[src/verilog/net_pkg.sv]
`default_nettype none

package net_pkg;

	//////////////////////////////////////////////////
	// Layer 2 and layer 3 address types

	// IPv4 address, network byte order in bits 31..24 first
	typedef logic [31:0] ip_addr_t;

	// Ethernet MAC address
	typedef logic [47:0] mac_addr_t;

	// All-ones MAC, used when an address is unknown
	localparam mac_addr_t BROADCAST_MAC = 48'hff_ff_ff_ff_ff_ff;

endpackage

`default_nettype wire

[src/verilog/arp_lookup_response.sv]
`timescale 1ns/1ps
`default_nettype none

module arp_lookup_response (
	input  logic               clk,
	input  logic               rst,
	input  logic               finish,
	input  logic               hit,
	input  net_pkg::mac_addr_t hit_mac,
	output logic               lookup_done,
	output logic               lookup_hit,
	output net_pkg::mac_addr_t lookup_mac
);
	import net_pkg::*;

	always_ff @(posedge clk) begin
		if (rst) begin
			lookup_done <= 1'b0;
			lookup_hit  <= 1'b0;
			lookup_mac  <= BROADCAST_MAC;
		end else begin
			lookup_done <= finish;
			// Result is held until the next lookup completes
			if (finish) begin
				lookup_hit <= hit;
				// Unknown address resolves to broadcast
				lookup_mac <= hit ? hit_mac : BROADCAST_MAC;
			end
		end
	end

endmodule

`default_nettype wire

[config.mk]
export PLATFORM = sky130hd
export DESIGN_NAME = arp_lookup_response
export DESIGN_NICKNAME = d
export VERILOG_FILES = /design/src/verilog/net_pkg.sv /design/src/verilog/arp_lookup_response.sv
export SDC_FILE = /design/constraint.sdc
export NUM_CORES = 1
export LEC_CHECK = 0
export BUFFER_PORTS_ARGS = -buffer_cell sky130_fd_sc_hd__buf_2
export CORE_UTILIZATION = 30
export DETAILED_ROUTE_END_ITERATION = 8
export SLEW_MARGIN = 20
export SYNTH_ARGS = -nofsm -noshare
export SYNTH_HDL_FRONTEND = slang
export SYNTH_SLANG_ARGS = --single-unit
[constraint.sdc]
create_clock -name clk -period 1.3 [get_ports clk]
set_input_delay 0.13 -clock clk [delete_from_list [all_inputs] [get_ports clk]]
set_output_delay 0.13 -clock clk [all_outputs]
set_load 0.005 [all_outputs]
## After elaboration in Yosys (flattened, before gate mapping)

Index checks and enable logic that the tools add are counted.
Widths: inputs -> output; s select.

| cells by class | value |
|---|---|
| $add $sub $neg | 0 |
| multiplexer cells | 1 |
| $lt $le $gt $ge | 0 |
| reductions and logical operators | 0 |
| shifts and indexed selects | 0 |
| eq/ne operators | 0 |
| multipliers | 0 |
| divide/modulo/power cells | 0 |
| bitwise logic cells | 0 |

Operator list:

| operator | count |
|---|---|
| $mux 48 | 1 |

| storage, ports and cells | value |
|---|---|
| input bits | 52 |
| word-level logic and storage cells | 4 |
| memory bits (writable) | 0 |
| bits in latches | 0 |
| memories | 0 |
| bits in read-only memories | 0 |
| output and inout bits | 50 |
| register bits | 50 |

## Longest topological paths before layout

Gate-level depths: netlist (run 1).

| depth | value |
|---|---|
| word-level depth | 1 |
| mapped depth | 5 |
| depth with buffers taken out | 2 |

## Least setup slack after synthesis (run 1)

No wires, ideal clock.

| timing path | value |
|---|---|
| kind | input -> register |
| start | input rst |
| end | register lookup_mac[28] |
| setup slack | 0.430 ns |
| arrival time | 0.747 ns |
| path buffers | 3 |
| library setup time | 0.123 ns |
| required time | 1.177 ns |
| stages on the path | 5 |
| path through | buf_4 -> buf_6 -> buf_2 -> nor3_1 -> a21oi_2 |

RTL lines:

| element | line | text |
|---|---|---|
| start, declared | arp_lookup_response.sv:6 | `input logic rst,` |
| end signal, assigned | arp_lookup_response.sv:27 | `lookup_mac <= hit ? hit_mac : BROADCAST_MAC;` |
| end, declared | arp_lookup_response.sv:12 | `output net_pkg::mac_addr_t lookup_mac` |

## Worst setup path after layout (run 1)

| timing path | value |
|---|---|
| start | register lookup_mac[46] |
| end | output lookup_mac[46] |

No word-level cell between the ends.

==> results.cfg, run 1 <==
[floorplan]
die_area_um2 = 6660
start_util_pct = 31.6
die-height_um = 81.6
io-pin-count = 102
fp-row-count = 28
core_area_um2 = 6030
die_w_um = 81.6

[synthesis]
netlist.area_leader.share_pct = 52.6
synth_area_um2 = 1900
synth-compound-area-share_pct = 16.6
synth.distinct_cells = 12
synth.area.mux_share_pct = 0.526
synth_top_family_by_area = simple AND/OR/NAND/NOR gates
synth-main-ff-cell = dfxtp_1
avgSynthCellArea_um2 = 8.64
yosysMostFrequentCell = dfxtp_1
synth_top_cell_by_area = dfxtp_1
synth_fp_nets = 272
synthTopCellsByArea = dfxtp_1 (53%), nor3_1 (13%), nor2_1 (9.7%), a21oi_2 (9.2%), a21oi_1 (7.4%)
synthCells = 220
ys_warn_count = 0
synth_seq_cells = 50
ys_seq_area_share_pct = 52.6
synth-adder-area-share_pct = 0
synth_simple_gate_area_share_pct = 23.1
async_flop_share_pct = 0
synth-edff-count = 0
synthXorXnorAreaFrac_pct = 0
synth_common_cells = dfxtp_1 (50), nor2_1 (49), nor3_1 (48)

[worst_setup_path]
crit_fanout = 2
slowest_delay_ns = 0.36
path_class = register to output pin
cp.depth = 1
cp.arrival_ns = 0.77
critPathSlowestCell = dfxtp_1
reg2reg_depth = 2
crit_family = flip-flops
critical_path.endpoint_type = output pin
cp_cell_sequence = buf_2
start_kind = register
critPathRequiredTime_ns = 1.17
path_buf_inv = 1

[detailed_routing]
drtIter0Drc = 52
drc = 0
wl_mm = 4.40
viasPerCell = 4.61
ant_nets = 0
firstDrtPassIters = 6
wire_per_inst_um = 11.4
vias = 1779

[min_path]
min_path_cells = 3
min_path_type = input port to register

[sta]
worstMarginPinSlew_ns = 0.290
finalMaxSlewViolations = 0
fin_crit_sh_pct = 69.2
period_needed_ns = 0.900
fin_tns_setup_ns = 0
clock_skew_ns = 0
clock.fmax_mhz = 1110
rsz0062_at_grt = no
slew_headroom_pct = 80.7
setup_violations = 0
hold_viol = 0

[pwr]
power_density_nw_per_um2 = 1120
ir_drop_uv = 451
leakage_nw = 0.999
finalPower_mw = 2.83

[cells_and_area]
finalNetCount = 363
area_delta_synth_final_pct = 32.4
antenna_cells = 0
drive_above_1_share_pct = 43.1

[clock_network]
hold_buffers = 0
cts_buffers = 5
cts_resized = 0
htreeDepth = 2
clock-root-buffer = clkbuf_8
cts_tree = done
cts_setup_buffers = 0
clockBufferDepth = 2
clk_pin_slew_ns = 0.09
cts_sinks = 50
clock_latency_ns = 0.29

[outcome]
status = complete, no violations

[placed_design]
io_buffers = 101
routabilityCongestion = 0.609
dp_hpwl_mm = 2.97

[global_routing]
overflow = 0
grt_pass1_wl_mm = 6.67
grt_max_degree = 61
grt.total_usage_pct = 13.0
first_global_vias = 1445
antenna_found_initial = 0

[run]
max-cap-violations = 0
## worst register-to-register path, stage by stage (launching register included)
cell	delay (ns)
dfxtp_1	0.32
nor3_1	0.22
a21oi_2	0.04
## logic make-up after synthesis
| group | after synthesis |
|---|---|
| buffers and inverters | 22 |
| flip-flops | 50 |
| AND/OR/NAND/NOR | 99 |
| multiplexers | 1 |
| AO/OA/AOI/OAI | 48 |
## sequential cells by signal, summed over array words and instances (netlist names)
signal and count:
lookup_mac 48, lookup_done 1, lookup_hit 1
## worst paths after layout
path                        from             end  slack, ns
hold / removal       hit_mac[16]  lookup_mac[16]       0.09
hold reg to reg   lookup_mac[41]  lookup_mac[41]       0.49
setup reg to reg  lookup_mac[38]  lookup_mac[38]       0.61
setup / recovery  lookup_mac[46]  lookup_mac[46]       0.40
## cell usage in the layout, fill, tap and decap left out
| cell type | count |
|---|---|
| a21oi_1 | 28 |
| a21oi_2 | 20 |
| and2_4 | 1 |
| buf_12 | 3 |
| buf_2 | 101 |
| buf_4 | 2 |
| clkbuf_8 | 5 |
| clkinv_2 | 2 |
| dfxtp_1 | 50 |
| mux2i_1 | 1 |
| nor2_1 | 49 |
| nor2b_1 | 1 |
| nor3_1 | 48 |
## area by class of cell
type	instances	area, µm²
fillers	657	3510
flip-flops and latches	50	1000
multi-input cells	148	764
repair buffers	106	581
well taps	75	93.8
clock buffers	5	68.8
clock inverters	2	10.0
## stage by stage
step,util (%),hold WS [ns],area [µm²],setup slack [ns],instances
final,41.8,0.0861,2520,0.400,386
after global routing,41.8,0.0782,2520,0.345,386
after CTS,41.8,0.0752,2520,0.381,386
after detailed placement,40.5,0.394,2440,0.376,379
after global placement,40.5,0.391,2440,0.383,379
after floorplan,-,0.277,1900,0.430,220
## power breakdown
| group | leakage (nW) | switching [mW] | internal, mW |
|---|---|---|---|
| clock network | 0.0438 | 0.482 | 0.362 |
| logic | 0.545 | 0.193 | 0.169 |
| registers | 0.410 | 0.0292 | 1.59 |
| total | 0.999 | 0.704 | 2.12 |
## metal layers
metal,wire [µm],up-vias,global-route usage (%)
met5,0,-,0
met4,44,0,4.74
met3,321,4,4.44
met2,1970,63,20.4
met1,2060,787,16.3
li1,-,925,-
No activity file was read; power rests on OpenSTA's default activity.
==> run 2, diff against run 1 <==
- ABC_AREA: unset -> 1
- clock period: 1.3 -> 0.8 ns (I/O delays scaled with it)
==> results.cfg, run 2 <==
[worst_setup_path]
critPathRequiredTime_ns = 0.72
path_class = register to output pin
path_buf_inv = 1
slowest_delay_ns = 0.35
crit_family = flip-flops
cp_cell_sequence = buf_2
critical_path.endpoint_type = output pin
critPathSlowestCell = dfxtp_2
cp.arrival_ns = 0.75
rrSetupSlack_ns = 0.12
start_kind = register
reg2reg_depth = 3
crit_fanout = 2
r2r_start = lookup_mac[39]
regToRegEndpoint = lookup_mac[39]

[pwr]
ir_drop_uv = 572
leakage_nw = 1.68
power_density_nw_per_um2 = 1790
finalPower_mw = 5.39

[run]
max-cap-violations = 0

[floorplan]
fp-row-count = 30
start_util_pct = 31.1
io-pin-count = 102
core_area_um2 = 6790
die_w_um = 85.9
die-height_um = 85.9
die_area_um2 = 7380

[clock_network]
htreeDepth = 2
clk_pin_slew_ns = 0.09
cts_sinks = 50
cts_tree = done
clock_latency_ns = 0.30
clock-root-buffer = clkbuf_8
clockBufferDepth = 2
cts_buffers = 5

[detailed_routing]
viasPerCell = 4.05
ant_nets = 0
firstDrtPassIters = 4
wl_mm = 5.10
drc = 0
wire_per_inst_um = 9.89
vias = 2084
drtIter0Drc = 63

[cells_and_area]
area_delta_synth_final_pct = 42.8
finalNetCount = 470
top_regs = lookup_mac: 48 flops, lookup_done: 1 flops, lookup_hit: 1 flops
final_cell_mix = nand2_1 (146), buf_2 (95), inv_1 (49), dfxtp_2 (49), nand3_1 (48)
regMostFlops = lookup_mac
largest_register_ffs = 48
drive_above_1_share_pct = 41.1
mostFrequentLayoutCell = nand2_1
antenna_cells = 0

[global_routing]
first_global_vias = 1775
antenna_found_initial = 0
globalRouteMet1Util_pct = 18.2
grt_pass1_wl_mm = 7.99
overflow = 0
busiest_layer = met2
gr-usage-met2_pct = 21.1
grt.total_usage_pct = 13.6
grt_max_degree = 28
use_met3_pct = 3.66

[synthesis]
synth_top_family_by_area = simple AND/OR/NAND/NOR gates
synth_top_cell_by_area = dfxtp_1
synth.area.mux_share_pct = 0
synth-compound-area-share_pct = 0.237
async_flop_share_pct = 0
synth_simple_gate_area_share_pct = 37.5
synthXorXnorAreaFrac_pct = 0
synthCells = 317
synth_fp_nets = 369
synth-adder-area-share_pct = 0
ys_seq_area_share_pct = 47.4
synth-edff-count = 0
synthTopCellsByArea = dfxtp_1 (47%), nand2_1 (26%), nand3_1 (11%), inv_1 (8.7%), buf_2 (3.1%)
yosysMostFrequentCell = nand2_1
synth.distinct_cells = 11
ys_warn_count = 0
avgSynthCellArea_um2 = 6.66
synth_area_um2 = 2110
synth_common_cells = nand2_1 (146), dfxtp_1 (50), inv_1 (49)
netlist.area_leader.share_pct = 47.4
synth-main-ff-cell = dfxtp_1
synth_seq_cells = 50

[sta]
period_needed_ns = 0.830
rsz0062_at_grt = yes
hold_ws_ns = 0.0439
clock_skew_ns = 0
slew_headroom_pct = 84.1
fin_crit_sh_pct = 104
hold_viol = 0
finalMaxSlewViolations = 0
worstMarginPinSlew_ns = 0.239
worst_slack_ns = -0.0300
setup_violations = 49
clock.fmax_mhz = 1200

[min_path]
worstHoldStart = hit_mac[23]
min_path_type = input port to register
min_path_cells = 5
hold_end = lookup_mac[23]

[outcome]
violations = setup timing
status = complete, but fails checks

[placed_design]
dp_hpwl_mm = 3.49
routabilityCongestion = 0.696
io_buffers = 101
run 2: cell count changes after synthesis, moves of 2 or more:
| cell | delta |
|---|---|
| nor2_1 | -48 |
| a21oi_2 | -20 |
| inv_1 | +49 |
| nor3_1 | -48 |
| buf_4 | +2 |
| nand3_1 | +48 |
| buf_6 | -2 |
| nand2_1 | +146 |
| a21oi_1 | -27 |
run 2: cells by family after synthesis:
kind of cell / count (synthesis)
AO/OA/AOI/OAI: 1
buffers and inverters: 71
flip-flops: 50
AND/OR/NAND/NOR: 195
run 2: timing repair:
action                                  in CTS  in global routing
gates resized for setup                     51                  4
hold buffers                                 1                  0
endpoints found under the setup margin      50                 50
setup buffers                                3                  0
endpoints found under the hold margin        2                  0
run 2: cell type report:
type                    instances  area, µm²
repair buffers                115        738
well taps                      96        120
clock inverters                 3       40.0
flip-flops and latches         50       1060
clock buffers                   5       68.8
inverters                      50        188
fillers                       715       3780
multi-input cells             196        797
run 2: through the flow:
stage	utilization [%]	TNS (ns)	setup slack [ns]	instance area [µm²]	instances
after floorplan	-	0	0.0906	2110	317
after global placement	40.8	0	0.0415	2770	503
after detailed placement	40.8	0	0.0243	2770	503
after CTS	44.1	-1.70	-0.0423	2990	515
after global routing	44.4	-2.35	-0.0600	3010	515
final	44.4	-0.872	-0.0300	3010	515
run 2: how the worst max path moves through the flow:
| stage | from | endpoint | slack (ns) | cells after the start |
|---|---|---|---|---|
| global placement | finish | lookup_hit | 0.04 | 5 |
| detailed placement | rst | lookup_mac[9] | 0.02 | 4 |
| CTS | lookup_mac[13] | lookup_mac[13] | -0.04 | 1 |
| global route | lookup_mac[20] | lookup_mac[20] | -0.06 | 1 |
| floorplan | finish | lookup_mac[36] | 0.09 | 5 |
| finish | lookup_mac[13] | lookup_mac[13] | -0.03 | 1 |
run 2: routing by layer:
layer / wire length, µm / vias up
met5: 0 / -
met4: 54 / 0
met3: 293 / 4
met2: 2130 / 67
met1: 2610 / 877
li1: - / 1136
run 2: power by group:
part | leakage, nW | internal [mW] | switching [mW] | total, mW
clock | 0.0579 | 0.921 | 0.809 | 1.73
sequential | 0.401 | 2.68 | 0.0842 | 2.76
combinational | 1.22 | 0.452 | 0.441 | 0.892
total | 1.68 | 4.05 | 1.33 | 5.39
