--- config.mk ---
export PLATFORM = sky130hd
export DESIGN_NAME = arp_victim_select
export DESIGN_NICKNAME = d
export VERILOG_FILES = /design/src/verilog/net_pkg.sv /design/src/verilog/arp_cache_pkg.sv /design/src/verilog/arp_victim_select.sv
export SDC_FILE = /design/constraint.sdc
export NUM_CORES = 1
export LEC_CHECK = 0
export ABC_AREA = 1
export CORE_MARGIN = 8
export CORE_UTILIZATION = 40
export CTS_BUF_LIST = sky130_fd_sc_hd__clkbuf_16
export DETAILED_ROUTE_END_ITERATION = 10
export DONT_BUFFER_PORTS = 1
export RECOVER_POWER = 100
export SLEW_MARGIN = 20
export SYNTH_ARGS = -nofsm -noshare
export SYNTH_HDL_FRONTEND = slang
export SYNTH_SLANG_ARGS = --single-unit
--- constraint.sdc ---
create_clock -name clk -period 3.15 [get_ports clk]
set_input_delay 0 -clock clk [delete_from_list [all_inputs] [get_ports clk]]
set_output_delay 0 -clock clk [all_outputs]
set_load 0.02 [all_outputs]
--- src/verilog/net_pkg.sv ---
`default_nettype none

package net_pkg;

	//////////////////////////////////////////////////
	// Layer 2 and layer 3 address types

	// IPv4 address, network byte order in bits 31..24 first
	typedef logic [31:0] ip_addr_t;

	// Ethernet MAC address
	typedef logic [47:0] mac_addr_t;

	// All-ones MAC, used when an address is unknown
	localparam mac_addr_t BROADCAST_MAC = 48'hff_ff_ff_ff_ff_ff;

endpackage

`default_nettype wire

--- src/verilog/arp_cache_pkg.sv ---
`default_nettype none

package arp_cache_pkg;

	//////////////////////////////////////////////////
	// Cache entry layout

	// Time since the entry was last learned or used, in aging ticks
	typedef logic [14:0] age_t;

	// Counter stops here instead of wrapping
	localparam age_t AGE_SATURATE = 15'h7fff;

	// Stored entry, 95 bits
	// The valid flag is kept in a separate register array
	typedef struct packed {
		age_t              age;
		net_pkg::ip_addr_t  ip;
		net_pkg::mac_addr_t mac;
	} arp_entry_t;

	//////////////////////////////////////////////////
	// Operation handed from request queue to engine

	typedef enum logic [1:0] {
		OP_NONE   = 2'd0,
		OP_LOOKUP = 2'd1,
		OP_LEARN  = 2'd2,
		OP_AGE    = 2'd3
	} arp_op_t;

endpackage

`default_nettype wire

--- src/verilog/arp_victim_select.sv ---
`timescale 1ns/1ps
`default_nettype none

module arp_victim_select #(
	parameter int LINES_PER_WAY = 128,
	parameter int NUM_WAYS = 4,
	localparam int ADDR_BITS = $clog2(LINES_PER_WAY * NUM_WAYS)
) (
	input  logic                 clk,
	input  logic                 rst,
	input  logic                 clear,
	input  logic                 sample,
	input  logic                 sample_valid,
	input  arp_cache_pkg::age_t  sample_age,
	input  logic [ADDR_BITS-1:0] sample_addr,
	output logic [ADDR_BITS-1:0] victim_addr
);
	import arp_cache_pkg::*;

	age_t best_age;
	// An empty way was seen, valid ways no longer qualify
	logic found_empty;

	always_ff @(posedge clk) begin
		if (rst || clear) begin
			found_empty <= 1'b0;
			best_age    <= '0;
		end else if (sample) begin
			if (!sample_valid) begin
				// Later empty way overrides, so the highest one wins
				found_empty <= 1'b1;
				victim_addr <= sample_addr;
			end else if (!found_empty && sample_age >= best_age) begin
				// Oldest valid way, ties go to the later way
				best_age    <= sample_age;
				victim_addr <= sample_addr;
			end
		end
	end

endmodule

`default_nettype wire

* Word-level counts from Yosys, hierarchy flattened *
Index checks and enable logic that the tools add are counted.

cells by class
  magnitude comparators = 1
  reductions and logical operators = 6
  bitwise operators = 2
  equality and inequality tests = 1
  muxes and demuxes = 2

operators by type and width
  kind                number
  $mux 9              2
  $ge 15x15->1        1
  $reduce_and 3->1    2
  $ne 2x1->1 const B  1
  $not 1->1           2
  $reduce_and 2->1    1
  $logic_and 1x1->1   1
  $logic_not 1->1     1
  $logic_or 1x1->1    1

storage, ports and cells
  input port bits = 29
  output and inout bits = 9
  register bits after elaboration = 25
  logic and storage cells = 15

* Depth between registers and ports, before layout *
Gate-level depths: netlist (run 1).

  depth after elaboration = 4
  gate-level depth with buffers = 14
  gate-level depth less buffers = 13

* Worst setup path before layout (run 1) *
OpenSTA, ideal clock, no wires.

  kind = register to register
  start point = reg best_age[14]
  end point = reg victim_addr[0] (enable)
  slack = 0.894 ns
  arrival = 1.878 ns
  setup time = 0.378 ns
  cell stages (with the launch flop) = 12
  cell sequence = dfxtp_1 -> inv_1 -> ha_1 -> nand2_1 -> nor2_2 -> nand2_1 -> nor2_1 -> nor2_1 -> nand3_4 -> buf_2 -> nand2_1 -> a21oi_1

between the ends
  cells in the longest elaborated chain, start to end = 4

ends and longest elaborated chain
  item                               RTL line                 RTL
  start, declared                    arp_victim_select.sv:20  age_t best_age;
  start signal, assigned             arp_victim_select.sv:35  best_age <= sample_age;
  $ge 15x15->1                       arp_victim_select.sv:33  end else if (!found_empty && sample_age >= best_age) begin
  $logic_and 1x1->1                  arp_victim_select.sv:33
  $ne 2x1->1 (no source line)        -
  $reduce_and 3->1 (no source line)  -
  end signal, assigned               arp_victim_select.sv:32  victim_addr <= sample_addr;
  end signal, assigned               arp_victim_select.sv:36  victim_addr <= sample_addr;
  end, declared                      arp_victim_select.sv:16  output logic [ADDR_BITS-1:0] victim_addr

Every way passes these cells.
A chain may end at the register's enable or synchronous reset.

* Final worst setup path (run 1) *
  start point = reg best_age[14]
  end point = reg victim_addr[4] (enable)

Same word-level chain as after synthesis.

==> results.py, run 1 <==
metrics = {
    "floorplanning": {
        "rows": 22,
        "fp.dieH_um": 76.9,
        "initial_core_util_pct": 41.1,
        "core-area_um2": 3610,
        "die_x_um": 76.9,
        "die-area_um2": 5910,
        "boundaryPins": 38,
    },
    "yosys": {
        "yosys-top-cells-area": "dfxtp_1, edfxtp_1, nand2_1, inv_1, ha_1",
        "ys_seq_elements": 25,
        "avgSynthCellArea_um2": 7.27,
        "synth-seq-area-share_pct": 39.8,
        "synth_ff_type": "dfxtp_1",
        "synth_cells": 204,
        "yosysTopAreaCell": "dfxtp_1",
        "netlist_area_um2": 1480,
        "ys_types": 16,
        "yosys_warnings": 0,
        "async_flop_share_pct": 0,
        "synth_top_cell_area_share_pct": 21.6,
        "synth_most_common_cell": "nand2_1",
        "synth-edff-count": 9,
        "synth.net_count": 248,
        "synth_common_cells": "nand2_1, inv_1, nor2_1",
    },
    "cts": {
        "cts_resized": 0,
        "cts_root_buffer": "clkbuf_16",
        "post-cts-setup-buffer-count": 0,
        "h-tree-depth": 1,
        "cts_buffers": 3,
        "cts.clk_slew.worst_paths_ps": 60,
        "clk-insertion-delay-late_ps": 260,
        "clock_path_buffers": 2,
        "cts.sinks": 25,
        "cts_tree": "done",
        "holdBufCountCts": 23,
    },
    "timing": {
        "drv_slew": 0,
        "hold_ws_ps": 2.44,
        "setup_tns_ps": 0,
        "relSlewSlack_pct": 57.2,
        "fmax_mhz": 449,
        "hold_viol": 0,
        "fin_crit_sh_pct": 70.7,
        "worst_slew_pin_slew_ps": 640,
        "skew_ps": 2.94,
        "setup_viol": 0,
        "rsz0062_at_grt": "no",
        "post-route-min-period_ps": 2230,
    },
    "routing": {
        "drtIter0Drc": 49,
        "first_pass_iters": 4,
        "wl_per_cell_um": 11.4,
        "drc": 0,
        "ant_nets": 0,
        "routed_wl_um": 3150,
        "viasPerCell": 4.34,
        "via_count": 1198,
    },
    "worst_hold_path": {
        "min_path_type": "input pin to register",
        "worstHoldStart": "sample_age[3]",
        "holdPathStages": 4,
    },
    "setup_path": {
        "required_ps": 3050,
        "crit_fanout": 17,
        "r2r-end": "victim_addr[4]",
        "endpoint_kind": "register",
        "arrival_ps": 2130,
        "endpoint": "victim_addr[4]",
        "path_class": "register to register",
        "worst_setup_path_start_kind": "register",
        "timing.rr.start": "best_age[14]",
        "crit_path_start": "best_age[14]",
        "reg2regPathDepth": 11,
        "reg2reg_slack_ps": 920,
    },
    "grt": {
        "grt_pass1_wl_um": 5240,
        "grt_max_degree": 18,
        "grt_antenna_before_repair": 0,
        "track_usage_pct": 10.6,
        "grt-ovfl-total": 0,
        "grt_pass1_vias": 1124,
    },
    "placed_design": {
        "io_buffers": 0,
        "dp_hpwl_um": 2280,
        "place_congestion": 0.729,
        "placedCellCount": 249,
    },
    "power": {
        "power_density_nw_per_um2": 416,
        "ir_drop_mv": 0.180,
        "power.leakage_nw": 0.865,
    },
    "finish": {
        "fin_cells": 276,
        "syn2layout_area_growth_pct": 23.0,
        "drive_gt1_share_pct": 2.63,
        "nNetsFinal": 273,
        "antennaDiodeCount": 0,
    },
    "outcome": {
        "status": "finished, final reports clean",
    },
    "job": {
        "cap_violations": 0,
    },
}
==> final cells by class <==
type / count / area [µm²]
inverter: 54 / 203
tap: 48 / 60.1
clock inverter: 1 / 7.51
sequential: 25 / 591
multi-input combinational: 120 / 647
fill: 367 / 1780
timing repair buffer: 25 / 241
clock buffer: 3 / 75.1
==> metrics by stage <==
stage                     cell area [µm²]  worst slack, ps  util [%]  power, mW
final                                1820              925      50.6      0.759
after global routing                 1820              680      50.6      0.802
after CTS                            1840             1180      51.1      0.774
after detailed placement             1530             1190      42.4      0.462
after global placement               1530             1230      42.4      0.460
after floorplan                      1480              894         -      0.445
==> cells by family (layout without fill, tap and decap cells) <==
kind of cell | after synthesis | in the layout | share of synthesized area (%)
AND/OR/NAND/NOR | 97 | 97 | 29.3
AO/OA/AOI/OAI | 8 | 8 | 2.70
adder cells (fa/ha/maj) | 15 | 15 | 12.7
buffers and inverters | 59 | 83 | 15.5
flip-flops | 25 | 25 | 39.8
==> layer usage <==
layer	wire length (µm)	global-route usage (%)	share of wire (%)
met1	1510	13.6	48
met2	1380	16.1	44
met3	245	3.50	7.8
met4	9	3.46	0.29
met5	0	0	0
==> worst min-delay path by stage <==
stage	slack, ps	to
after floorplan	100	victim_addr[0]
after global placement	100	victim_addr[4]
after detailed placement	100	victim_addr[8]
after CTS	2	best_age[3]
after global routing	10	best_age[2]
final	2	best_age[3]
==> registers in the layout, indices dropped and copies added (netlist names) <==
signal       cells
best_age        15
found_empty      1
victim_addr      9
==> report_power, final <==
group | leakage [nW] | internal, mW | switching (mW)
Combinational | 0.615 | 0.0549 | 0.0671
Sequential | 0.212 | 0.345 | 0.00702
Clock | 0.0371 | 0.172 | 0.112
Total | 0.865 | 0.572 | 0.186
==> worst max-delay path, stage by stage, from the launching register on <==
cell and delay [ps]:
dfxtp_1 310, inv_1 50, ha_1 310, nand2_1 60
nor2_1 130, nand2_1 80, nor2_1 100, nor2_1 70
nand3_4 180, nand2_1 70, a21oi_1 120, clkbuf_1 390
==> cell usage in the layout (no fill, tap or decap), drive strengths merged <==
cell,instances
nand2,55
inv,53
nor2,23
dlygate4sd3,23
dfxtp,16
nand4,15
ha,15
edfxtp,9
a21oi,6
nand3,4
clkbuf,4
o21ai,2
clkinv,1
clkinvlp,1
buf,1
Power figures use the tool's default switching activity.
==> run 2: changes to the inputs <==
clock period = 2.21 ns   (was 3.15 ns; I/O delays follow)
==> results.py, run 2 (synthesis results as in run 1) <==
metrics = {
    "outcome": {
        "status": "finished, final reports clean",
    },
    "finish": {
        "fin_area_um2": 1870,
        "layout_common_cells": "nand2_1, inv_1, dlygate4sd3_1",
        "layout_commonest_cell": "nand2_1",
        "syn2layout_area_growth_pct": 26.4,
        "fin_util_pct": 52.0,
        "largestRegisters": "best_age x15, victim_addr x9, found_empty x1",
        "largest_reg_flops": 15,
        "nNetsFinal": 276,
        "antennaDiodeCount": 0,
        "drive_gt1_share_pct": 4.76,
        "max_flop_register": "best_age",
        "fin_cells": 279,
    },
    "power": {
        "ir_drop_mv": 0.288,
        "power.leakage_nw": 0.882,
        "total_power_mw": 1.10,
        "power_density_nw_per_um2": 585,
    },
    "timing": {
        "fin_crit_sh_pct": 90.4,
        "fmax_mhz": 501,
        "setup_viol": 0,
        "drv_slew": 0,
        "post-route-min-period_ps": 2000,
        "worst_slew_pin_slew_ps": 623,
        "relSlewSlack_pct": 58.4,
        "setup_tns_ps": 0,
        "skew_ps": 1.39,
        "hold_viol": 0,
        "hold_ws_ps": 9.93,
        "rsz0062_at_grt": "no",
        "timing.final.ws_setup_ps": 213,
    },
    "placed_design": {
        "place_area_um2": 1540,
        "placedCellCount": 250,
        "dpl_worst_slack_ps": 209,
        "io_buffers": 0,
        "place_congestion": 0.726,
        "dp_hpwl_um": 2360,
    },
    "setup_path": {
        "arrival_ps": 1900,
        "path_buf_inv": 1,
        "slowest_delay_ps": 410,
        "critPathTopFamily": "simple AND/OR/NAND/NOR gates",
        "crit_fanout": 9,
        "path_cells": "inv_1 -> ha_1 -> nand2_1 -> nor2_2 -> nand2_1 -> nor2_1 -> nand2_1 -> nand3_4 -> nand2_1 -> a21oi_2",
        "path_class": "register to register",
        "worst_setup_path_start_kind": "register",
        "cp_slowest_cell": "a21oi_2",
        "crit_top_cell": "nand2_1",
        "endpoint_kind": "register",
        "required_ps": 2120,
    },
    "cts": {
        "cts.sinks": 25,
        "cts_resized": 0,
        "cts.clk_slew.worst_paths_ps": 70,
        "h-tree-depth": 1,
        "clk-insertion-delay-late_ps": 260,
        "cts_tree": "done",
        "cts_root_buffer": "clkbuf_16",
        "cts_buffers": 3,
        "clock_path_buffers": 2,
    },
    "grt": {
        "grt-ovfl-total": 0,
        "grt_pass1_wl_um": 5870,
        "grt_antenna_before_repair": 0,
        "grt_pass1_vias": 1258,
        "grt_max_degree": 18,
        "track_usage_pct": 11.8,
    },
    "floorplanning": {
        "rows": 22,
        "die-area_um2": 5910,
        "die_x_um": 76.9,
        "initial_core_util_pct": 41.1,
        "core-area_um2": 3610,
        "boundaryPins": 38,
        "fp.dieH_um": 76.9,
    },
    "routing": {
        "ant_nets": 0,
        "routed_wl_um": 3400,
        "drtIter0Drc": 50,
        "viasPerCell": 4.49,
        "drc": 0,
        "first_pass_iters": 4,
        "via_count": 1252,
        "wl_per_cell_um": 12.2,
    },
    "worst_hold_path": {
        "min_path_type": "input pin to register",
    },
    "job": {
        "cap_violations": 0,
    },
}
-- run 2: layout make-up --
type                       count  area (µm²)
sequential                    25         591
inverter                      54         203
clock buffer                   3        75.1
fill                         363        1730
clock inverter                 1        7.51
multi-input combinational    120         666
tap                           48        60.1
timing repair buffer          28         273
-- run 2: timing repair --
| item | 4_1_cts | 5_1_grt |
|---|---|---|
| hold buffers | 25 | 0 |
| hold endpoints to repair | 24 | 0 |
| buffers inserted | 0 | 0 |
-- run 2: final timing paths --
path / slack, ps / startpoint / end / cells after the start
worst max register to register: 210 / best_age[14] / victim_addr[6] / 10
worst max-delay path: 210 / best_age[14] / victim_addr[6] / 10
worst min register to register: 520 / best_age[0] / best_age[0] / 4
worst min-delay path: 10 / sample_age[0] / best_age[0] / 4
-- run 2: routing by layer --
metal | up-vias | track usage [%] | share of wire [%]
li1 | 673 | - | -
met1 | 548 | 13.9 | 47
met2 | 29 | 20.1 | 47
met3 | 2 | 3.26 | 5.7
met4 | 0 | 3.46 | 0.74
met5 | - | 0 | 0
-- run 2: worst register-to-register path, delay by kind of cell (launching register included) --
| family | cells | cell delay [ps] |
|---|---|---|
| buffers and inverters | 1 | 50 |
| AND/OR/NAND/NOR | 7 | 590 |
| flip-flops | 1 | 310 |
| AO/OA/AOI/OAI | 1 | 410 |
| adder cells (fa/ha/maj) | 1 | 300 |
-- run 2: power by group --
part,internal (mW),total (mW),switching (mW)
registers,0.492,0.502,0.0101
logic,0.0843,0.186,0.102
clock network,0.246,0.408,0.163
total,0.822,1.10,0.275
