[src/verilog/net_pkg.sv]
`default_nettype none

package net_pkg;

	//////////////////////////////////////////////////
	// Layer 2 and layer 3 address types

	// IPv4 address, network byte order in bits 31..24 first
	typedef logic [31:0] ip_addr_t;

	// Ethernet MAC address
	typedef logic [47:0] mac_addr_t;

	// All-ones MAC, used when an address is unknown
	localparam mac_addr_t BROADCAST_MAC = 48'hff_ff_ff_ff_ff_ff;

endpackage

`default_nettype wire

[src/verilog/arp_cache_pkg.sv]
`default_nettype none

package arp_cache_pkg;

	//////////////////////////////////////////////////
	// Cache entry layout

	// Time since the entry was last learned or used, in aging ticks
	typedef logic [14:0] age_t;

	// Counter stops here instead of wrapping
	localparam age_t AGE_SATURATE = 15'h7fff;

	// Stored entry, 95 bits
	// The valid flag is kept in a separate register array
	typedef struct packed {
		age_t              age;
		net_pkg::ip_addr_t  ip;
		net_pkg::mac_addr_t mac;
	} arp_entry_t;

	//////////////////////////////////////////////////
	// Operation handed from request queue to engine

	typedef enum logic [1:0] {
		OP_NONE   = 2'd0,
		OP_LOOKUP = 2'd1,
		OP_LEARN  = 2'd2,
		OP_AGE    = 2'd3
	} arp_op_t;

endpackage

`default_nettype wire

[src/verilog/arp_request_queue.sv]
`timescale 1ns/1ps
`default_nettype none

module arp_request_queue #(
	parameter int LINES_PER_WAY = 128,
	localparam int LINE_BITS = $clog2(LINES_PER_WAY)
) (
	input  logic                   clk,
	input  logic                   rst,
	input  logic                   lookup_en,
	input  net_pkg::ip_addr_t      lookup_ip,
	input  logic                   learn_en,
	input  net_pkg::ip_addr_t      learn_ip,
	input  net_pkg::mac_addr_t     learn_mac,
	input  logic                   aging_tick,
	input  logic                   grant,
	input  logic                   age_pass_done,
	output arp_cache_pkg::arp_op_t op,
	output net_pkg::ip_addr_t      op_ip,
	output net_pkg::mac_addr_t     op_mac,
	output logic [LINE_BITS-1:0]   op_line
);
	import net_pkg::*;
	import arp_cache_pkg::*;

	logic                 lookup_pending;
	ip_addr_t             lookup_ip_q;
	logic [LINE_BITS-1:0] lookup_line_q;

	logic                 learn_pending;
	ip_addr_t             learn_ip_q;
	mac_addr_t            learn_mac_q;
	logic [LINE_BITS-1:0] learn_line_q;

	// Set by a tick, held until the engine has walked the whole table
	logic                 age_pending;

	// Low bits of the byte sum folded with the low half select the line
	function automatic logic [LINE_BITS-1:0] line_hash(input ip_addr_t ip);
		logic [31:0] sum;
		sum = 32'(ip[7:0]) + 32'(ip[15:8]) + 32'(ip[23:16]) + 32'(ip[31:24]);
		sum = sum ^ {16'h0000, ip[15:0]};
		return sum[LINE_BITS-1:0];
	endfunction

	//////////////////////////////////////////////////
	// Pending flags

	always_ff @(posedge clk) begin
		if (rst) begin
			lookup_pending <= 1'b0;
			learn_pending  <= 1'b0;
			age_pending    <= 1'b0;
		end else begin
			// A request arriving while its slot is full is dropped
			if (grant && op == OP_LOOKUP)
				lookup_pending <= 1'b0;
			else if (lookup_en)
				lookup_pending <= 1'b1;

			if (grant && op == OP_LEARN)
				learn_pending <= 1'b0;
			else if (learn_en)
				learn_pending <= 1'b1;

			// New tick wins over the end of the current pass
			if (aging_tick)
				age_pending <= 1'b1;
			else if (age_pass_done)
				age_pending <= 1'b0;
		end
	end

	// Request payload is hashed on capture
	always_ff @(posedge clk) begin
		if (lookup_en && !lookup_pending) begin
			lookup_ip_q   <= lookup_ip;
			lookup_line_q <= line_hash(lookup_ip);
		end
		if (learn_en && !learn_pending) begin
			learn_ip_q   <= learn_ip;
			learn_mac_q  <= learn_mac;
			learn_line_q <= line_hash(learn_ip);
		end
	end

	//////////////////////////////////////////////////
	// Priority select in the order lookup, learn, age

	always_comb begin
		op      = OP_NONE;
		op_ip   = learn_ip_q;
		op_line = learn_line_q;
		if (lookup_pending) begin
			op      = OP_LOOKUP;
			op_ip   = lookup_ip_q;
			op_line = lookup_line_q;
		end else if (learn_pending) begin
			op = OP_LEARN;
		end else if (age_pending) begin
			op = OP_AGE;
		end
	end

	// MAC only matters for a learn
	assign op_mac = learn_mac_q;

	// A request taken into a free slot is offered from the next cycle on
	a_op_offered: assert property (@(posedge clk) disable iff (rst)
		((lookup_en && !lookup_pending) || (learn_en && !learn_pending) || aging_tick)
		|=> op != OP_NONE);

endmodule

`default_nettype wire

[config.mk]
export PLATFORM = sky130hd
export DESIGN_NAME = arp_request_queue
export DESIGN_NICKNAME = d
export VERILOG_FILES = /design/src/verilog/net_pkg.sv /design/src/verilog/arp_cache_pkg.sv /design/src/verilog/arp_request_queue.sv
export SDC_FILE = /design/constraint.sdc
export NUM_CORES = 1
export LEC_CHECK = 0
export BUFFER_PORTS_ARGS = -buffer_cell sky130_fd_sc_hd__buf_2
export CORE_MARGIN = 3
export CORE_UTILIZATION = 25
export DETAILED_ROUTE_END_ITERATION = 6
export PLACE_DENSITY = 0.58
export SYNTH_ARGS = -nofsm -noshare
export SYNTH_HDL_FRONTEND = slang
export SYNTH_SLANG_ARGS = --single-unit
[constraint.sdc]
create_clock -name clk -period 6.7 [get_ports clk]
set_input_delay 0.335 -clock clk [delete_from_list [all_inputs] [get_ports clk]]
set_output_delay 0.335 -clock clk [all_outputs]
set_load 0.01 [all_outputs]
# Word level (Yosys, flattened, before mapping)
# Cells that the tools add are included.
[word_totals]
ff_bits = 129
latch_bits = 0
mem_bits_rw = 0
rom_bits = 0
word_cells = 34
mem_count = 0
[classes]
n_addsub = 6
n_mul = 0
div_mod_pow = 0
n_lt_le_gt_ge = 0
n_eq_ne = 2
n_shift = 0
muxes = 7
bitwise = 2
reduce_logical = 9
[ops]
columns = ["op", "n"]
rows = [
  ["adder 7 bit", 6],
  ["two-way mux 32 bit", 1],
  ["bitwise XOR 7 bit", 2],
  ["two-way mux 7 bit", 1],
  ["two-way mux 2 bit", 3],
  ["logical AND 1 bit", 4],
  ["OR reduction 2 bit", 2],
  ["equality test 2 x 1 -> 1 bit (second input constant)", 1],
  ["equality test 2 bit (second input constant)", 1],
  ["logical NOT 1 bit", 2],
  ["two-way mux 1 bit", 2],
  ["nonzero test 2 bit", 1],
]

# Logic depth before layout (Yosys ltp)
# Gate-level depths: netlist of run 1.
[depth]
depth_word = 6
depth_mapped = 11

# Worst setup path before layout of run 1
# No wires, ideal clock.
[synth_timing]
kind = "register to register"
startpoint = "register learn_pending"
endpoint = "register learn_ip_q[0], enable pin"
t_arrival_ps = 4200
required_time_ps = 6156
path_slack_ps = 1957
stages_incl_launch_ff = 2
path_buffers = 0
period_less_slack_ps = 4743
path_cell_list = "dfxtp_1 -> nor2b_1"
[synth_between]
elab_chain_len = 2
[synth_rtl]
columns = ["item", "line_no", "text"]
rows = [
  ["start, declared", "arp_request_queue.sv:30", "logic learn_pending;"],
  ["start signal, assigned", "arp_request_queue.sv:52", "learn_pending <= 1'b0;"],
  ["start signal, assigned", "arp_request_queue.sv:62", "learn_pending <= 1'b0;"],
  ["start signal, assigned", "arp_request_queue.sv:64", "learn_pending <= 1'b1;"],
  ["logical NOT 1 bit", "arp_request_queue.sv:80", "if (learn_en && !learn_pending) begin"],
  ["logical AND 1 bit", "arp_request_queue.sv:80", ""],
  ["end signal, assigned", "arp_request_queue.sv:81", "learn_ip_q <= learn_ip;"],
  ["end, declared", "arp_request_queue.sv:31", "ip_addr_t learn_ip_q;"],
]
# Every way passes these cells.
# A chain may end at the register's enable or synchronous reset.

# Final worst setup path of run 1
[layout_timing]
startpoint = "input port learn_ip[2]"
endpoint = "register learn_line_q[6] (data pin)"
[layout_between]
elab_chain_len = 4
[layout_rtl]
columns = ["item", "line_no", "text"]
rows = [
  ["start, declared", "arp_request_queue.sv:13", "input net_pkg::ip_addr_t learn_ip,"],
  ["adder 7 bit (3 in series)", "arp_request_queue.sv:41", "sum = 32'(ip[7:0]) + 32'(ip[15:8]) + 32'(ip[23:16]) + 32'(ip[31:24]);"],
  ["bitwise XOR 7 bit", "arp_request_queue.sv:42", "sum = sum ^ {16'h0000, ip[15:0]};"],
  ["end signal, assigned", "arp_request_queue.sv:83", "learn_line_q <= line_hash(learn_ip);"],
  ["end, declared", "arp_request_queue.sv:33", "logic [LINE_BITS-1:0] learn_line_q;"],
]
# Every way passes these cells.

==> results of run 1 <==
==> synth_stat cells <==
library cell / number
a21oi_1: 7
fa_1: 24
a211oi_1: 1
xnor2_1: 17
inv_1: 67
o21ai_0: 3
nor2_1: 5
buf_2: 3
xor2_1: 11
edfxtp_1: 126
buf_4: 2
ha_1: 12
a311oi_1: 1
nor2b_1: 2
a21o_1: 4
dfxtp_1: 3
nand2_1: 2
mux2_2: 39
==> registers in the layout, summed over array words and instances (netlist names) <==
| signal | count |
|---|---|
| op_mac | 48 |
| learn_ip_q | 32 |
| lookup_ip_q | 32 |
| learn_line_q | 7 |
| lookup_line_q | 7 |
| age_pending | 1 |
| learn_pending | 1 |
| lookup_pending | 1 |
==> critical path, cell delays in order <==
cell	delay, ns
buf_2	0.11
inv_1	0.06
fa_1	0.51
fa_1	0.57
inv_1	0.06
ha_1	0.29
a21o_1	0.15
a21oi_1	0.27
o21ai_0	0.17
xnor2_1	0.15
==> logic make-up after synthesis <==
| kind of cell | Yosys count | synth area share, % |
|---|---|---|
| XOR/XNOR | 28 | 4.40 |
| AND/OR/NAND/NOR | 9 | 0.696 |
| flip-flops | 129 | 68.9 |
| buffers and inverters | 72 | 5.05 |
| adder cells (fa/ha/maj) | 36 | 11.3 |
| AO/OA/AOI/OAI | 16 | 1.73 |
| multiplexers | 39 | 7.88 |
==> area by class of cell <==
class,instances,area (um2),area share [%]
Sequential cell,129,3840,50.9
Multi-Input combinational cell,128,1470,19.4
Timing Repair Buffer,210,1060,14.0
Clock buffer,19,433,5.74
Tap cell,280,350,4.64
Inverter,67,251,3.33
Clock inverter,13,144,1.91
==> metal layers <==
layer	vias to the layer above	GRT usage [%]
met2	127	18.3
met3	15	3.95
li1	1587	-
met5	-	0
met1	1619	13.1
met4	2	3.29
==> power groups by stage <==
| stage | clock, mW | combinational [mW] | sequential (mW) |
|---|---|---|---|
| CTS | 0.944 | 0.433 | 1.00 |
| detailed placement | 0 | 0.430 | 1.02 |
| floorplan | 0 | 0.258 | 1.02 |
| finish | 0.911 | 0.418 | 1.00 |
| global placement | 0 | 0.424 | 1.02 |
| global route | 0.986 | 0.473 | 1.01 |
==> per-stage QoR <==
| stage | util, % | hold slack [ns] | setup slack, ns | power [mW] | instance area [um2] |
|---|---|---|---|---|---|
| 6_report | 34.5 | 0.0946 | 4.18 | 2.33 | 7550 |
| 5_1_grt | 34.5 | 0.0689 | 4.06 | 2.47 | 7550 |
| 4_1_cts | 34.5 | 0.0680 | 4.17 | 2.38 | 7550 |
| 3_5_place_dp | 31.8 | 0.513 | 3.74 | 1.45 | 6970 |
| 3_3_place_gp | 31.8 | 0.506 | 3.83 | 1.44 | 6970 |
| 2_1_floorplan | - | 0.407 | 1.96 | 1.28 | 5580 |
==> worst paths after layout <==
kind | from | endpoint | slack, ns | depth (start not counted)
setup reg to reg | lookup_pending | lookup_ip_q[22] | 4.64 | 3
setup / recovery | learn_ip[2] | learn_line_q[6] | 4.18 | 10
hold / removal | lookup_ip[23] | lookup_ip_q[23] | 0.09 | 1
hold reg to reg | age_pending | age_pending | 0.54 | 2
==> metrics, run 1 <==
clk sink count=129; fillers=2163; Worst slew margin=22.3%; part of the power in registers=42.9%; final hold vios=0; largest net degree at the start of global routing=87; remaining global-route overflow=0; Hold Crit Class=in -> reg; Cells after Synth=329; Yosys warnings=0; Net Sw Frac=24.7%; most frequent cells in the layout=207 x buf_2, 126 x edfxtp_1, 67 x inv_1; htree depth=4; Setup Buffers After CTS=0; Max Slew Vio Count=0; Wirelength per Cell=15.5 um; Synth Register Bits=129; Final TNS setup=0 ns; Synth top area share=67.9%; row count=54; final WL=13100 um; RSZ-0062 raised after global routing=false; Avg Inst Size Synth=16.9 um2; final-stage net count=708; Setup violations, final=0; uppermost layer routed=met5; met2 WL post-DR=6630 um; Clock Skew=0.00806 ns; DRT Pass-1 Iters=4; # diodes=0; Critical Path RT=6.85 ns; synth-to-layout area growth=35.4%; status=complete, no violations; TritonCTS buffer count=17; period utilisation layout=37.7%; combinational share of power=17.9%; hold_buf cts=0; die area=24100 um2; post-cts repair resize count=0; type of origin of the critical path=input port; metal3 WL=980 um; worst path arrival time=2.67 ns; CTS tree=done; vias in the first global route=3650; endpoint class of the critical path=flop; GRT Util Overall=10.9%; Routed Antenna Nets=0; leakage=3.27 nW; largest fanout on the critical path=3; total number of vias=3350; metal1 wirelength=5350 um; # DRC=0; Reg clk slew, reported paths=0.06 ns; Seq/Total Area, Yosys=68.9%; total placed cells including tap cells=814; non-filler cells, final=846; synthesized area=5580 um2; # port buffers=207; Core ar.=21900 um2; Unique masters post-synth=18; pwr dens=309 nW/um2; share of layout cells above drive strength 1=49.5%; detailed placement HPWL=9840 um; Die Span X=155 um; Clock power frac=39.1%; commonest non-fill, non-tap cell in the layout=buf_2; Vias/cell=3.96; Clock Latency Late Sink=0.41 ns; initial antenna violation count=1; drt initial violations=124; Syn Nets=484; internal power=1.75 mW; Sw Pwr=0.575 mW; WS Path Type=in -> reg; Achievable Freq=396 MHz; peak supply drop=143 uV; Final Critical Period=2.52 ns; Clock Tree Root=clkbuf_16; Worst Tran Pin Value=1.17 ns; synth top area cells=edfxtp_1 68%, fa_1 8.6%, mux2_2 7.9%, inv_1 4.5%, ha_1 2.7%; first-pass GRT wire length=19700 um; area leader, netlist=edfxtp_1; total of max-cap violations=0; IO Count=208; DIE HEIGHT=155 um; Starting Density=25.5%; GPL Wtd Cong=0.751; maximum root-to-sink buffer count=2
Power figures use the tool's default switching activity.
==> inputs of run 2 (changes only) <==
==> constraint.sdc (replaced) <==
create_clock -name clk -period 2.6 [get_ports clk]
set_input_delay 0.13 -clock clk [delete_from_list [all_inputs] [get_ports clk]]
set_output_delay 0.13 -clock clk [all_outputs]
set_load 0.01 [all_outputs]
==> run 2 against run 1 <==
Against the previous run:
- largest cell class unchanged
- power rose to 2.8 times the previous value
- critical path type unchanged
- register-to-register slack worse by 4.1 ns
- clock power rose to 2.8 times the previous value
- setup slack got worse by 4.1 ns
- via count is 15% higher
- critical path depth unchanged
- sequential share of layout area shrank 7.5 points
==> metrics, run 2 (synthesized netlist as in run 1, its figures left out) <==
CTS tree=done (unchanged); total of max-cap violations=0 (unchanged); Final Critical Period=2.51 ns; # port buffers=207 (unchanged); Vias/cell=3.96 (about the same); Sw Pwr=1.54 mW (was 0.575 mW); internal power=4.88 mW (was 1.75 mW); pwr dens=725 nW/um2 (was 309 nW/um2); detailed placement HPWL=9740 um (was 9840 um); GPL Wtd Cong=0.742 (was 0.751); combinational share of power=19.7% (was 17.9%); leakage=3.81 nW (was 3.27 nW); status=complete, no violations (unchanged); Starting Density=25.5% (unchanged); # DRC=0 (unchanged); fillers=2044 (was 2163); Clock power frac=40.2% (was 39.1%); final WL=14500 um (was 13100 um); Wirelength per Cell=15.0 um (was 15.5 um); GRT Util Overall=12.1% (was 10.9%); Max Slew Vio Count=0 (unchanged); DIE HEIGHT=155 um (unchanged); Achievable Freq=398 MHz; IO Count=208 (unchanged); most frequent cells in the layout=207 x buf_2, 126 x edfxtp_1, 116 x dlygate4sd3_1 (was 207 x buf_2, 126 x edfxtp_1, 67 x inv_1); share of layout cells above drive strength 1=42.0% (was 49.5%); final-stage net count=832 (was 708); Worst Tran Pin Value=0.494 ns (was 1.17 ns); drt initial violations=118 (was 124); Routed Antenna Nets=0 (unchanged); htree depth=4 (unchanged); max FFs per register=48 (unchanged); Net Sw Frac=24.0% (was 24.7%); period utilisation layout=96.5%; initial antenna violation count=1 (unchanged); total number of vias=3839 (was 3350); synth-to-layout area growth=58.8% (was 35.4%); final instance area=8850 um2 (was 7550 um2); placed instance area=7040 um2 (was 6970 um2); Hold Crit Class=in -> reg (unchanged); largest net degree at the start of global routing=88 (was 87); Worst slew margin=67.1% (was 22.3%); largest fanout on the critical path=3 (unchanged); type of origin of the critical path=input port (unchanged); Core ar.=21900 um2 (unchanged); Critical Path RT=2.75 ns (was 6.85 ns); Clock Tree Root=clkbuf_16 (unchanged); part of the power in registers=40.2% (was 42.9%); Clock Skew=0.00446 ns (was 0.00806 ns); DRT Pass-1 Iters=4 (unchanged); clk sink count=129 (unchanged); peak supply drop=372 uV (was 143 uV); Setup violations, final=0 (unchanged); first-pass GRT wire length=22400 um (was 19700 um); row count=54 (unchanged); Reg clk slew, reported paths=0.06 ns (about the same); final hold slack=0.0552 ns (was 0.0946 ns); Die Span X=155 um (unchanged); final hold vios=0 (unchanged); maximum root-to-sink buffer count=2 (unchanged); remaining global-route overflow=0 (unchanged); # diodes=0 (unchanged); die area=24100 um2 (unchanged); endpoint class of the critical path=flop (unchanged); Clock Latency Late Sink=0.41 ns (about the same); WS Path Type=in -> reg (unchanged); worst path arrival time=2.66 ns (was 2.67 ns); commonest non-fill, non-tap cell in the layout=buf_2 (unchanged); vias in the first global route=4291 (was 3650); TritonCTS buffer count=17 (unchanged)
run 2: metrics by stage:
step           instances  power (mW)  setup WS [ns]  TNS [ns]  utilization [%]
2_1_floorplan        329        3.30          0.190         0                -
3_3_place_gp         821        3.73        -0.0261   -0.0266             32.1
3_5_place_dp         821        3.75        -0.0471    -0.103             32.1
4_1_cts              969        6.51         0.0126         0             40.3
5_1_grt              970        6.77       -0.00471  -0.00471             40.4
6_report             970        6.42         0.0903         0             40.4
run 2: cell type report:
type | count | area (um2) | share of cell area, %
multi-input combinational | 128 | 1490 | 16.8
sequential | 129 | 3840 | 43.4
clock buffer | 22 | 444 | 5.02
inverter | 67 | 251 | 2.84
timing repair buffer | 334 | 2290 | 25.9
clock inverter | 10 | 184 | 2.08
tap | 280 | 350 | 3.96
run 2: worst max-delay path, stage by stage:
cell	delay (ns)
dlygate4sd3_1	0.52
buf_2	0.15
inv_1	0.06
fa_1	0.48
fa_1	0.52
inv_1	0.06
ha_1	0.33
a21oi_1	0.15
o21ai_0	0.11
xnor2_1	0.13
run 2: worst paths after layout:
check | from | end | slack, ns | depth (start not counted)
setup reg to reg | lookup_pending | lookup_pending | 0.58 | 4
setup / recovery | learn_ip[5] | learn_line_q[6] | 0.09 | 10
hold reg to reg | learn_pending | learn_pending | 0.59 | 2
hold / removal | learn_ip[3] | learn_ip_q[3] | 0.06 | 2
run 2: metal layers:
metal	global-route usage [%]	up-vias	part of all wire, %
met3	3.62	16	6.1
met5	0	-	0.048
li1	-	1832	-
met2	21.4	136	50
met4	3.83	2	1.5
met1	14.2	1853	42
run 2: power groups by stage:
stage | combinational (mW) | clock [mW] | sequential, mW
2_1_floorplan | 0.666 | 0 | 2.63
3_3_place_gp | 1.11 | 0 | 2.62
3_5_place_dp | 1.13 | 0 | 2.62
4_1_cts | 1.27 | 2.66 | 2.58
5_1_grt | 1.41 | 2.76 | 2.60
6_report | 1.26 | 2.58 | 2.58
run 2: what timing repair did:
action | CTS | global route
setup endpoints to repair | 0 | 3
hold endpoints to repair | 114 | 0
gates resized for setup | 0 | 3
buffers inserted | 0 | 1
hold buffers | 116 | 0
